--- src/logic/colorClockPkg.sv ---
/* 68000 bus state names for the register cycle sequencer
   and the colour clock synchronizer depth */

package colorClockPkg;

    // Stages ahead of the edge history bit
    localparam int syncDepth = 2;

    // Sequencer states, named after the 68000 bus state they wait in
    typedef enum logic [1:0] {
        waitStart = 2'b00,    // S2, C1 and C3 low
        waitData  = 2'b01,    // S4, C1 and C3 high
        waitAck   = 2'b10,    // S6, C1 rising
        endCycle  = 2'b11     // S7, strobes negated
    } busStateT;

endpackage

--- src/logic/chipsetBusPkg.sv ---
/* Chipset bus widths, CPU address and data word types,
   register window offset and the CPU transfer size encoding */

package chipsetBusPkg;

    ///////////////////////////////////////////////////////////////////////
    // Widths
    ///////////////////////////////////////////////////////////////////////

    localparam int chipDataWidth  = 16;    // 68000-style register bus
    localparam int cpuAddrWidth   = 24;    // Chipset-visible byte address
    localparam int regOffsetWidth = 9;     // 512-byte register window

    // Upper address bits compared against the window base
    localparam int regBaseWidth   = cpuAddrWidth - regOffsetWidth;

    ///////////////////////////////////////////////////////////////////////
    // Types
    ///////////////////////////////////////////////////////////////////////

    typedef logic [chipDataWidth-1:0]  chipDataT;     // One chipset word
    typedef logic [cpuAddrWidth-1:0]   cpuAddrT;      // CPU byte address
    typedef logic [regOffsetWidth-1:0] regOffsetT;    // Offset inside window

    // Same coding as the 68k SIZ1:SIZ0 pins
    typedef enum logic [1:0] {
        sizeByte = 2'b01,
        sizeWord = 2'b10
    } transferSizeT;

endpackage
--- src/logic/chipsetRegisterBridge.sv ---
/* Top level of the CPU to chipset register bridge,
   colour clock tracking, decode, sequencer and datapath */

`timescale 1ns/1ps

module chipsetRegisterBridge #(
    parameter logic [chipsetBusPkg::regBaseWidth-1:0] regBase = 15'h6FF8    // 0xDFF000
) (
    input  logic                        CLK40,
    input  logic                        nRESET,
    input  logic                        C1,
    input  logic                        C3,
    input  logic                        cpuAs,
    input  chipsetBusPkg::cpuAddrT      cpuAddr,
    input  logic                        rnW,
    input  chipsetBusPkg::transferSizeT size,
    input  chipsetBusPkg::chipDataT     cpuWriteData,
    input  logic                        nDbr,
    input  logic                        casAgnus,
    input  chipsetBusPkg::chipDataT     chipDataIn,
    output logic                        nAs,
    output logic                        nLds,
    output logic                        nUds,
    output logic                        nRegEn,
    output logic                        regTa,
    output chipsetBusPkg::chipDataT     cpuReadData,
    output chipsetBusPkg::chipDataT     chipDataOut,
    output logic                        chipDataOe,
    output chipsetBusPkg::regOffsetT    regOffset
);

    logic phaseStart;
    logic phaseData;
    logic phaseAck;
    logic regSelect;
    logic asEn;
    logic dsEn;
    logic regEn;
    logic ackPulse;

    ///////////////////////////////////////////////////////////////////////
    // Control
    ///////////////////////////////////////////////////////////////////////

    colorClockTracker clockTracker (
        .CLK40(CLK40), .nRESET(nRESET), .C1(C1), .C3(C3),
        .phaseStart(phaseStart), .phaseData(phaseData), .phaseAck(phaseAck)
    );

    registerSpaceDecode #(.regBase(regBase)) spaceDecode (
        .CLK40(CLK40), .nRESET(nRESET), .cpuAs(cpuAs), .cpuAddr(cpuAddr),
        .regSelect(regSelect), .regOffset(regOffset)
    );

    registerCycleSequencer cycleSequencer (
        .CLK40(CLK40), .nRESET(nRESET),
        .phaseStart(phaseStart), .phaseData(phaseData), .phaseAck(phaseAck),
        .regSelect(regSelect), .rnW(rnW), .nDbr(nDbr), .casAgnus(casAgnus),
        .asEn(asEn), .dsEn(dsEn), .regEn(regEn), .ackPulse(ackPulse)
    );

    ///////////////////////////////////////////////////////////////////////
    // Datapath
    ///////////////////////////////////////////////////////////////////////

    registerDataPath dataPath (
        .CLK40(CLK40), .nRESET(nRESET),
        .dsEn(dsEn), .regEn(regEn), .ackPulse(ackPulse),
        .rnW(rnW), .size(size), .addrLsb(cpuAddr[0]),
        .cpuWriteData(cpuWriteData), .chipDataIn(chipDataIn),
        .nLds(nLds), .nUds(nUds), .chipDataOut(chipDataOut),
        .chipDataOe(chipDataOe), .cpuReadData(cpuReadData)
    );

    assign nAs    = ~asEn;     // Active low to the chipset
    assign nRegEn = ~regEn;    // Register buffer enable
    assign regTa  = ackPulse;  // Transfer acknowledge back to the CPU

endmodule

--- src/logic/registerCycleSequencer.sv ---
/* Register cycle sequencer, orders a 68000 style chipset
   register cycle on the colour clock with Agnus precedence */

`timescale 1ns/1ps

module registerCycleSequencer (
    input  logic CLK40,
    input  logic nRESET,
    input  logic phaseStart,    // S2 point
    input  logic phaseData,     // S4 point
    input  logic phaseAck,      // S6 point
    input  logic regSelect,
    input  logic rnW,
    input  logic nDbr,          // Agnus owns the bus when low
    input  logic casAgnus,      // Agnus chip RAM cycle in progress
    output logic asEn,
    output logic dsEn,
    output logic regEn,
    output logic ackPulse       // One clock, becomes regTa
);
    import colorClockPkg::*;

    busStateT state;
    logic     agnusFree;

    // Agnus always wins, both conditions must be gone
    assign agnusFree = nDbr && !casAgnus;

    ///////////////////////////////////////////////////////////////////////
    // Cycle state machine
    ///////////////////////////////////////////////////////////////////////

    always_ff @(posedge CLK40 or negedge nRESET) begin
        if (!nRESET) begin
            state    <= waitStart;
            asEn     <= 1'b0;
            dsEn     <= 1'b0;
            regEn    <= 1'b0;
            ackPulse <= 1'b0;
        end else begin
            case (state)

                waitStart: begin
                    // Only start on a colour clock boundary
                    if (phaseStart && regSelect) begin
                        asEn  <= 1'b1;
                        regEn <= 1'b1;
                        dsEn  <= rnW;              // Reads strobe together with AS
                        state <= waitData;
                    end
                end

                waitData: begin
                    if (phaseData) begin
                        dsEn <= 1'b1;              // Write strobes come in late
                        if (agnusFree) begin
                            state <= waitAck;
                        end
                        // Otherwise one more colour clock period of wait
                    end
                end

                waitAck: begin
                    if (phaseAck) begin
                        ackPulse <= 1'b1;
                        state    <= endCycle;
                    end
                end

                endCycle: begin
                    ackPulse <= 1'b0;
                    asEn     <= 1'b0;
                    dsEn     <= 1'b0;
                    regEn    <= 1'b0;
                    // Re-align before the next S2
                    if (phaseData) begin
                        state <= waitStart;
                    end
                end

                default: begin
                    state <= waitStart;
                end

            endcase
        end
    end

endmodule

--- src/logic/registerDataPath.sv ---
/* Register cycle datapath, byte lane strobes, write
   data hold with output enable and read data capture */

`timescale 1ns/1ps

module registerDataPath (
    input  logic                        CLK40,
    input  logic                        nRESET,
    input  logic                        dsEn,        // Data strobe window
    input  logic                        regEn,       // Register buffers on
    input  logic                        ackPulse,    // S6 acknowledge
    input  logic                        rnW,
    input  chipsetBusPkg::transferSizeT size,
    input  logic                        addrLsb,
    input  chipsetBusPkg::chipDataT     cpuWriteData,
    input  chipsetBusPkg::chipDataT     chipDataIn,
    output logic                        nLds,
    output logic                        nUds,
    output chipsetBusPkg::chipDataT     chipDataOut,
    output logic                        chipDataOe,
    output chipsetBusPkg::chipDataT     cpuReadData
);
    import chipsetBusPkg::*;

    chipDataT writeWord;

    ///////////////////////////////////////////////////////////////////////
    // Byte lanes
    ///////////////////////////////////////////////////////////////////////

    // Even byte on the upper lane, odd byte on the lower lane
    assign nUds = ~(dsEn && !addrLsb);
    assign nLds = ~(dsEn && ((size == sizeWord) || addrLsb));

    ///////////////////////////////////////////////////////////////////////
    // Write path
    ///////////////////////////////////////////////////////////////////////

    // A byte goes out on both halves, the strobes pick the lane
    assign writeWord = (size == sizeByte) ? {2{cpuWriteData[chipDataWidth/2-1:0]}}
                                          : cpuWriteData;

    // Tracks the CPU until the cycle opens, then frozen for the cycle
    always_ff @(posedge CLK40) begin
        if (!regEn) begin
            chipDataOut <= writeWord;
        end
    end

    assign chipDataOe = regEn && !rnW;    // Drive only inside a write cycle

    ///////////////////////////////////////////////////////////////////////
    // Read path
    ///////////////////////////////////////////////////////////////////////

    always_ff @(posedge CLK40 or negedge nRESET) begin
        if (!nRESET) begin
            cpuReadData <= '0;
        end else if (ackPulse) begin
            cpuReadData <= chipDataIn;    // Sampled at the S6 point
        end
    end

endmodule

--- src/logic/registerSpaceDecode.sv ---
/* Register window decode, registered select level
   and the offset driven to the chipset address lines */

`timescale 1ns/1ps

module registerSpaceDecode #(
    parameter logic [chipsetBusPkg::regBaseWidth-1:0] regBase = 15'h6FF8    // 0xDFF000
) (
    input  logic                     CLK40,
    input  logic                     nRESET,
    input  logic                     cpuAs,        // High for the whole access
    input  chipsetBusPkg::cpuAddrT   cpuAddr,
    output logic                     regSelect,    // Access hits the window
    output chipsetBusPkg::regOffsetT regOffset
);
    import chipsetBusPkg::*;

    logic windowHit;

    // Upper address bits against the window base
    assign windowHit = (cpuAddr[cpuAddrWidth-1:regOffsetWidth] == regBase);

    // Select only counts while the CPU strobe is up
    always_ff @(posedge CLK40 or negedge nRESET) begin
        if (!nRESET) begin
            regSelect <= 1'b0;
        end else begin
            regSelect <= cpuAs && windowHit;
        end
    end

    // Offset follows the address, stable while cpuAs is held
    always_ff @(posedge CLK40) begin
        regOffset <= cpuAddr[regOffsetWidth-1:0];
    end

endmodule

--- src/logic/colorClockTracker.sv ---
/* Colour clock tracker, synchronizes C1 and C3 and
   pulses at the 68000 state 2, 4 and 6 points */

`timescale 1ns/1ps

module colorClockTracker (
    input  logic CLK40,
    input  logic nRESET,
    input  logic C1,
    input  logic C3,
    output logic phaseStart,    // S2 point
    output logic phaseData,     // S4 point
    output logic phaseAck       // S6 point
);
    import colorClockPkg::*;

    logic [syncDepth:0] c1Sync;    // Low bits synchronize, top bit is history
    logic [syncDepth:0] c3Sync;
    logic c1Now;
    logic c1Was;
    logic c3Now;
    logic c3Was;

    assign c1Now = c1Sync[syncDepth-1];
    assign c1Was = c1Sync[syncDepth];
    assign c3Now = c3Sync[syncDepth-1];
    assign c3Was = c3Sync[syncDepth];

    ///////////////////////////////////////////////////////////////////////
    // Synchronizers, idle high like the chipset clocks at power up
    ///////////////////////////////////////////////////////////////////////

    always_ff @(posedge CLK40 or negedge nRESET) begin
        if (!nRESET) begin
            c1Sync <= '1;
            c3Sync <= '1;
        end else begin
            c1Sync <= {c1Sync[syncDepth-1:0], C1};
            c3Sync <= {c3Sync[syncDepth-1:0], C3};
        end
    end

    ///////////////////////////////////////////////////////////////////////
    // Phase points, edge of one clock with the other one steady
    ///////////////////////////////////////////////////////////////////////

    always_ff @(posedge CLK40 or negedge nRESET) begin
        if (!nRESET) begin
            phaseStart <= 1'b0;
            phaseData  <= 1'b0;
            phaseAck   <= 1'b0;
        end else begin
            phaseStart <= !c1Now && !c1Was && c3Was && !c3Now;    // C3 falls, C1 low
            phaseData  <= c1Now && c1Was && !c3Was && c3Now;      // C3 rises, C1 high
            phaseAck   <= !c3Now && !c3Was && !c1Was && c1Now;    // C1 rises, C3 low
        end
    end

endmodule

--- config.mk ---
export PLATFORM = sky130hd
export DESIGN_NAME = chipsetRegisterBridge
export DESIGN_NICKNAME = d
export VERILOG_FILES = /design/src/logic/colorClockPkg.sv /design/src/logic/chipsetBusPkg.sv /design/src/logic/chipsetRegisterBridge.sv /design/src/logic/registerCycleSequencer.sv /design/src/logic/registerDataPath.sv /design/src/logic/registerSpaceDecode.sv /design/src/logic/colorClockTracker.sv
export SDC_FILE = /design/constraint.sdc
export NUM_CORES = 1
export LEC_CHECK = 0
export BUFFER_PORTS_ARGS = -buffer_cell sky130_fd_sc_hd__buf_4
export CAP_MARGIN = 25
export CORE_MARGIN = 4
export CORE_UTILIZATION = 30
export DETAILED_ROUTE_END_ITERATION = 7
export PLACE_DENSITY = 0.67
export REMOVE_ABC_BUFFERS = 1
export SLEW_MARGIN = 40
export SYNTH_ARGS = -nofsm -noshare
export SYNTH_HDL_FRONTEND = slang
export SYNTH_SLANG_ARGS = --single-unit
--- constraint.sdc ---
create_clock -name CLK40 -period 5.03 [get_ports CLK40]
set_clock_uncertainty 0.2 [all_clocks]
set_input_delay 1.006 -clock CLK40 [delete_from_list [all_inputs] [get_ports CLK40]]
set_output_delay 1.006 -clock CLK40 [all_outputs]
set_load 0.01 [all_outputs]
==> results of run 1 <==
## routing by layer
| layer | vias up | global-route usage (%) | part of all wire (%) |
|---|---|---|---|
| met3 | 5 | 3.67 | 7.4 |
| met1 | 683 | 10.9 | 38 |
| met5 | - | 0 | 0 |
| met4 | 0 | 4.52 | 1.8 |
| li1 | 684 | - | - |
| met2 | 54 | 19.3 | 53 |
## state kept, by name, indices dropped and copies added, names as in the netlist, 2 cells and up
| register | cells |
|---|---|
| clockTracker.c1Sync | 3 |
| clockTracker.c3Sync | 3 |
| dataPath.chipDataOut | 16 |
| spaceDecode.regOffset | 9 |
| dataPath.cpuReadData | 16 |
| cycleSequencer.state | 2 |
## critical path, delay by kind of cell
kind | cells | cell delay [ps]
buffers and inverters | 2 | 250
AOI/OAI and AO/OA | 1 | 140
and+or+nand+nor | 1 | 110
## worst paths after layout
kind / start / endpoint / slack, ps / depth (start not counted)
worst max-delay path: size[1] / nLds / 2310 / 4
min in group asynchronous: nRESET / dataPath.cpuReadData[7] / 420 / 1
worst max register to register: cycleSequencer.state[1] / cycleSequencer.state[1] / 3170 / 6
worst min register to register: clockTracker.c3Sync[0] / clockTracker.c3Sync[1] / 160 / 0
worst min-delay path: clockTracker.c3Sync[0] / clockTracker.c3Sync[1] / 160 / 0
max in group asynchronous: nRESET / clockTracker.c1Sync[0] / 3890 / 1
## placed cells by master (no fill, tap or decap)
master and instances:
o22ai_1 1, nor2b_1 3, inv_1 6, o21ai_0 3, clkinv_1 1, dfstp_2 6, mux2_2 24, clkinvlp_4 2
nand3_1 1, and4b_1 1, nor4_2 1, a31oi_1 1, nand4b_1 1, buf_4 112, a211oi_1 1, a21oi_2 1
edfxtp_1 16, nand2_1 1, dfxtp_1 9, nor2_1 3, nand4_1 2, mux2i_1 2, mux2_4 1, nor4b_1 2
or4b_1 1, dfrtp_1 25, clkbuf_8 5, a21oi_1 2, o2111ai_2 1, nand2b_1 2, ha_1 6
## cell families after synthesis
group,Yosys count
flip-flops,56
multiplexers,27
AND/OR/NAND/NOR,18
AO/OA/AOI/OAI,10
buffers and inverters,10
adder cells (fa/ha/maj),6
## where the power goes
part / leakage (nW) / switching (mW) / internal [mW]
clock network: 0.0378 / 0.142 / 0.0965
logic: 0.762 / 0.181 / 0.266
registers: 0.613 / 0.0669 / 0.567
total: 1.41 / 0.390 / 0.929
## metrics by stage
step,cells,hold slack [ps]
after floorplan,123,145
after global placement,312,146
after detailed placement,312,149
after CTS,320,164
after global routing,320,167
final,320,161
## final cells by class
| type | instances | area [um2] | area share [%] |
|---|---|---|---|
| Sequential cell | 56 | 1440 | 47.1 |
| Timing Repair Buffer | 112 | 841 | 27.5 |
| Clock buffer | 5 | 68.8 | 2.25 |
| Tap cell | 77 | 96.3 | 3.15 |
| Clock inverter | 3 | 18.8 | 0.613 |
| Inverter | 6 | 22.5 | 0.735 |
| Multi-Input combinational cell | 61 | 572 | 18.7 |
==> impl_metrics.yaml, run 1 <==
synthesis:
  synth_top_family_by_area: "multiplexers"
  postSynthCellCount: 127
  synth_seq_cells: 56
  synth_commonest_cells: "25 x dfrtp_1, 24 x mux2_2, 16 x edfxtp_1"
  synth_top_area_share_pct: 30.4
  syn-cell-area_um2: 2060
  yosysWarnings: 0
  synth_edf_count: 16
  synthFlopType: "dfrtp_1"
  synth-xor-area-share_pct: 0
  synth_cell_types: 29
  synthMuxAreaShare_pct: 14.8
  synth-adder-area-share_pct: 3.64
  synth-compound-area-share_pct: 3.34
  async_reset_ff_share_pct: 55.4
  ys_seq_area_share_pct: 70.1
  synth_most_common_cell: "dfrtp_1"
  yosys.area_share.simple_pct: 5.95
  yosys-top-cells-area: "dfrtp_1 30%, edfxtp_1 23%, mux2_2 13%"
  synth_top_cell_by_area: "dfrtp_1"
  syn_area_per_cell_um2: 16.2
cts:
  clock_latency_ps: 300
  cts_buffers: 5
  htreeDepth: 2
  clockBufferDepth: 2
  cts_resized: 0
  cts_tree: "yes"
  holdBufCountCts: 0
  post-cts-setup-buffers: 0
  clockRootBuffer: "clkbuf_8"
  cts.sinks: 56
  clk_pin_slew_worst_paths_ps: 90
setup_path:
  crit_path_cell_trace: "buf_4 -> nor2b_1 -> o21ai_0 -> buf_4"
  cp_common_cell: "buf_4"
  required_ps: 3820
  cp_max_fo: 2
  start_kind: "primary input"
  worstSetupEndpointType: "output pin"
  critPathMaxStageDelay_ps: 140
  worstSetupPathType: "primary input to output pin"
  crit_slowest_cell: "o21ai_0"
  worstPathArrival_ps: 1510
global_routing:
  grt_max_degree: 32
  grt_overflow: 0
  antenna_found_initial: 0
  grt_pass1_vias: 1453
  grt_pass1_wl_mm: 6.92
  grt_use_total_pct: 10.6
finish:
  drive_gt1_share_pct: 63.0
  nFillCells: 585
  stdcell_area_um2: 3060
  nNetsFinal: 314
  utilization_pct: 47.2
  n_antenna_cell: 0
  syn2layout_area_growth_pct: 48.6
die:
  die_x_um: 90.9
  core-area_um2: 6490
  boundaryPins: 113
  die_h_um: 90.9
  num_rows: 29
  initial_core_util_pct: 31.7
  dieArea_um2: 8260
sta:
  max_slew.worst_pin.slew_ps: 747
  fmax_mhz: 368
  setup_tns_ps: 0
  finalCritPeriodShare_pct: 54.1
  drv_slew: 0
  layout_min_cycle_time_ps: 2720
  setup_viol: 0
  rsz0062_at_grt: "false"
  fin_ws_ps: 2310
  max-slew-margin-rel_pct: 50.1
  finalHoldViolations: 0
power_and_ir_drop:
  power_leakage_nw: 1.41
  p_per_area_nw_per_um2: 431
  ir_drop_uv: 152
  power.total_mw: 1.32
hold_path:
  worstHoldPathType: "flip-flop to flip-flop"
detailed_routing:
  wl_per_cell_um: 14.1
  ant_nets: 0
  routed_wl_mm: 4.51
  vias: 1426
  remaining_drc_errors: 0
  drtPass1Iterations: 4
  vias_per_cell: 4.46
  first_iter_violations: 32
placed_design:
  pre_cts_ws_ps: 2310
  place.gp.congestion: 0.712
  port_buffers: 112
  postPlaceCellArea_um2: 2980
  dpl.hpwl_mm: 3.51
job:
  max-cap-violations: 0
run_status:
  status: "completed"
No activity file was read; power rests on OpenSTA's default activity.
==> run 2, diff against run 1 <==
--- a/config.mk
+++ b/config.mk
@@ -10,7 +10,7 @@
 export CORE_MARGIN = 4
 export CORE_UTILIZATION = 30
 export DETAILED_ROUTE_END_ITERATION = 7
-export PLACE_DENSITY = 0.67
+export PLACE_DENSITY = 0.69
 export REMOVE_ABC_BUFFERS = 1
 export SLEW_MARGIN = 40
 export SYNTH_ARGS = -nofsm -noshare
==> constraint.sdc (replaced) <==
create_clock -name CLK40 -period 2.5 [get_ports CLK40]
set_clock_uncertainty 0.2 [all_clocks]
set_input_delay 0.5 -clock CLK40 [delete_from_list [all_inputs] [get_ports CLK40]]
set_output_delay 0.5 -clock CLK40 [all_outputs]
set_load 0.01 [all_outputs]
==> run 2 against run 1 <==
  * Sequential cell count is the same
  * Combinational power rose by 110%
  * Global-route usage about the same
  * Core utilization up 0.69 points
  * Via count grew 0.91%
  * Final cell count up 1.6%
  * Sequential power rose by 99%
  * Largest cell class unchanged
  * Highest routed layer unchanged
==> impl_metrics.yaml, run 2 (synthesized netlist as in run 1, its figures left out) <==
global_routing:
  grt_max_degree: 32
  grt_use_total_pct: 10.6
  grt_pass1_vias: 1545
  grt_pass1_wl_mm: 7.15
  grt_overflow: 0
  antenna_found_initial: 0
die:
  die_x_um: 90.9
  initial_core_util_pct: 31.7
  core-area_um2: 6490
  die_h_um: 90.9
  boundaryPins: 113
  dieArea_um2: 8260
  num_rows: 29
finish:
  nNetsFinal: 319
  top_regs: "dataPath.chipDataOut: 16 flops, dataPath.cpuReadData: 16 flops, spaceDecode.regOffset: 9 flops"
  nFillCells: 593
  drive_gt1_share_pct: 63.7
  utilization_pct: 47.9
  stdcell_area_um2: 3110
  final_cells: 325
  n_antenna_cell: 0
  syn2layout_area_growth_pct: 50.8
  final_common_cell: "buf_4"
  final_cell_mix: "116 x buf_4, 25 x dfrtp_1, 24 x mux2_2, 16 x edfxtp_1, 9 x dfxtp_1"
power_and_ir_drop:
  power_leakage_nw: 1.44
  ir_drop_uv: 274
  p_per_area_nw_per_um2: 860
  power.total_mw: 2.67
setup_path:
  worstPathArrival_ps: 1130
  r2r_cells: 6
  r2r_start: "cycleSequencer.state[1]"
  cp_max_fo: 7
  required_ps: 1800
  worstSetupPathType: "flip-flop to output pin"
  worstSetupEndpointType: "output pin"
  r2r_end: "cycleSequencer.state[1]"
  reg2reg_slack_ps: 710
  start_kind: "flip-flop"
cts:
  cts.sinks: 56
  cts_buffers: 5
  htreeDepth: 2
  clockBufferDepth: 2
  holdBufCountCts: 1
  post-cts-setup-buffers: 0
  clockRootBuffer: "clkbuf_8"
  clock_latency_ps: 310
  cts_tree: "yes"
  clk_pin_slew_worst_paths_ps: 100
  cts_resized: 0
placed_design:
  postPlaceCellArea_um2: 3010
  port_buffers: 112
  dpl.hpwl_mm: 3.45
  place.gp.congestion: 0.737
  pre_cts_ws_ps: 696
  dp_cells: 316
sta:
  finalHoldViolations: 0
  fmax_mhz: 545
  layout_min_cycle_time_ps: 1830
  setup_tns_ps: 0
  rsz0062_at_grt: "false"
  max_slew.worst_pin.slew_ps: 388
  drv_slew: 0
  setup_viol: 0
  finalCritPeriodShare_pct: 73.4
  max-slew-margin-rel_pct: 74.1
  hold_ws_ps: 92.4
  fin_ws_ps: 665
hold_path:
  worstHoldStart: "cpuAddr[6]"
  worstHoldPathType: "primary input to flip-flop"
  min_to: "spaceDecode.regOffset[6]"
  holdPathStages: 1
detailed_routing:
  remaining_drc_errors: 0
  drtPass1Iterations: 3
  vias: 1439
  first_iter_violations: 44
  ant_nets: 0
  wl_per_cell_um: 13.3
  vias_per_cell: 4.43
  routed_wl_mm: 4.32
run_status:
  status: "completed"
job:
  max-cap-violations: 0
-- run 2: changes by cell type in the layout (fill, tap and decap cells not counted), sizes merged --
cell         previous run  this run
dlygate4sd3             0         1
buf                   112       116
-- run 2: worst max-delay path by stage --
| stage | startpoint | to | slack [ps] | cells after the start |
|---|---|---|---|---|
| 2_1_floorplan | size[0] | dataPath.chipDataOut[10] | 740 | 2 |
| 6_report | cycleSequencer.asEn | chipDataOe | 670 | 3 |
| 3_3_place_gp | cycleSequencer.state[1] | cycleSequencer.state[1] | 750 | 6 |
| 5_1_grt | cycleSequencer.state[1] | cycleSequencer.state[1] | 560 | 6 |
| 3_5_place_dp | cycleSequencer.state[1] | cycleSequencer.state[1] | 700 | 6 |
| 4_1_cts | cycleSequencer.asEn | chipDataOe | 630 | 3 |
-- run 2: layout make-up --
cell class	instances	area, um2	area share [%]
Sequential cell	56	1440	46.5
Timing Repair Buffer	117	881	28.3
Multi-Input combinational cell	61	572	18.4
Tap cell	77	96.3	3.10
Clock buffer	5	68.8	2.21
Clock inverter	3	23.8	0.765
Inverter	6	22.5	0.725
-- run 2: routing by layer --
metal | global-route usage [%] | up-vias | wire (um)
li1 | - | 690 | -
met5 | 0 | - | 0
met1 | 11.6 | 679 | 1640
met4 | 2.64 | 0 | 44
met3 | 4.58 | 5 | 452
met2 | 18.8 | 65 | 2180
-- run 2: report_power, final --
part	leakage (nW)	switching (mW)	internal, mW
clock network	0.0404	0.292	0.199
registers	0.613	0.114	1.14
logic	0.786	0.377	0.549
total	1.44	0.783	1.89
-- run 2: critical path, stage by stage, from the launching register on --
cell and delay [ps]:
dfrtp_1 410, inv_1 210, nor2_1 80, buf_4 150
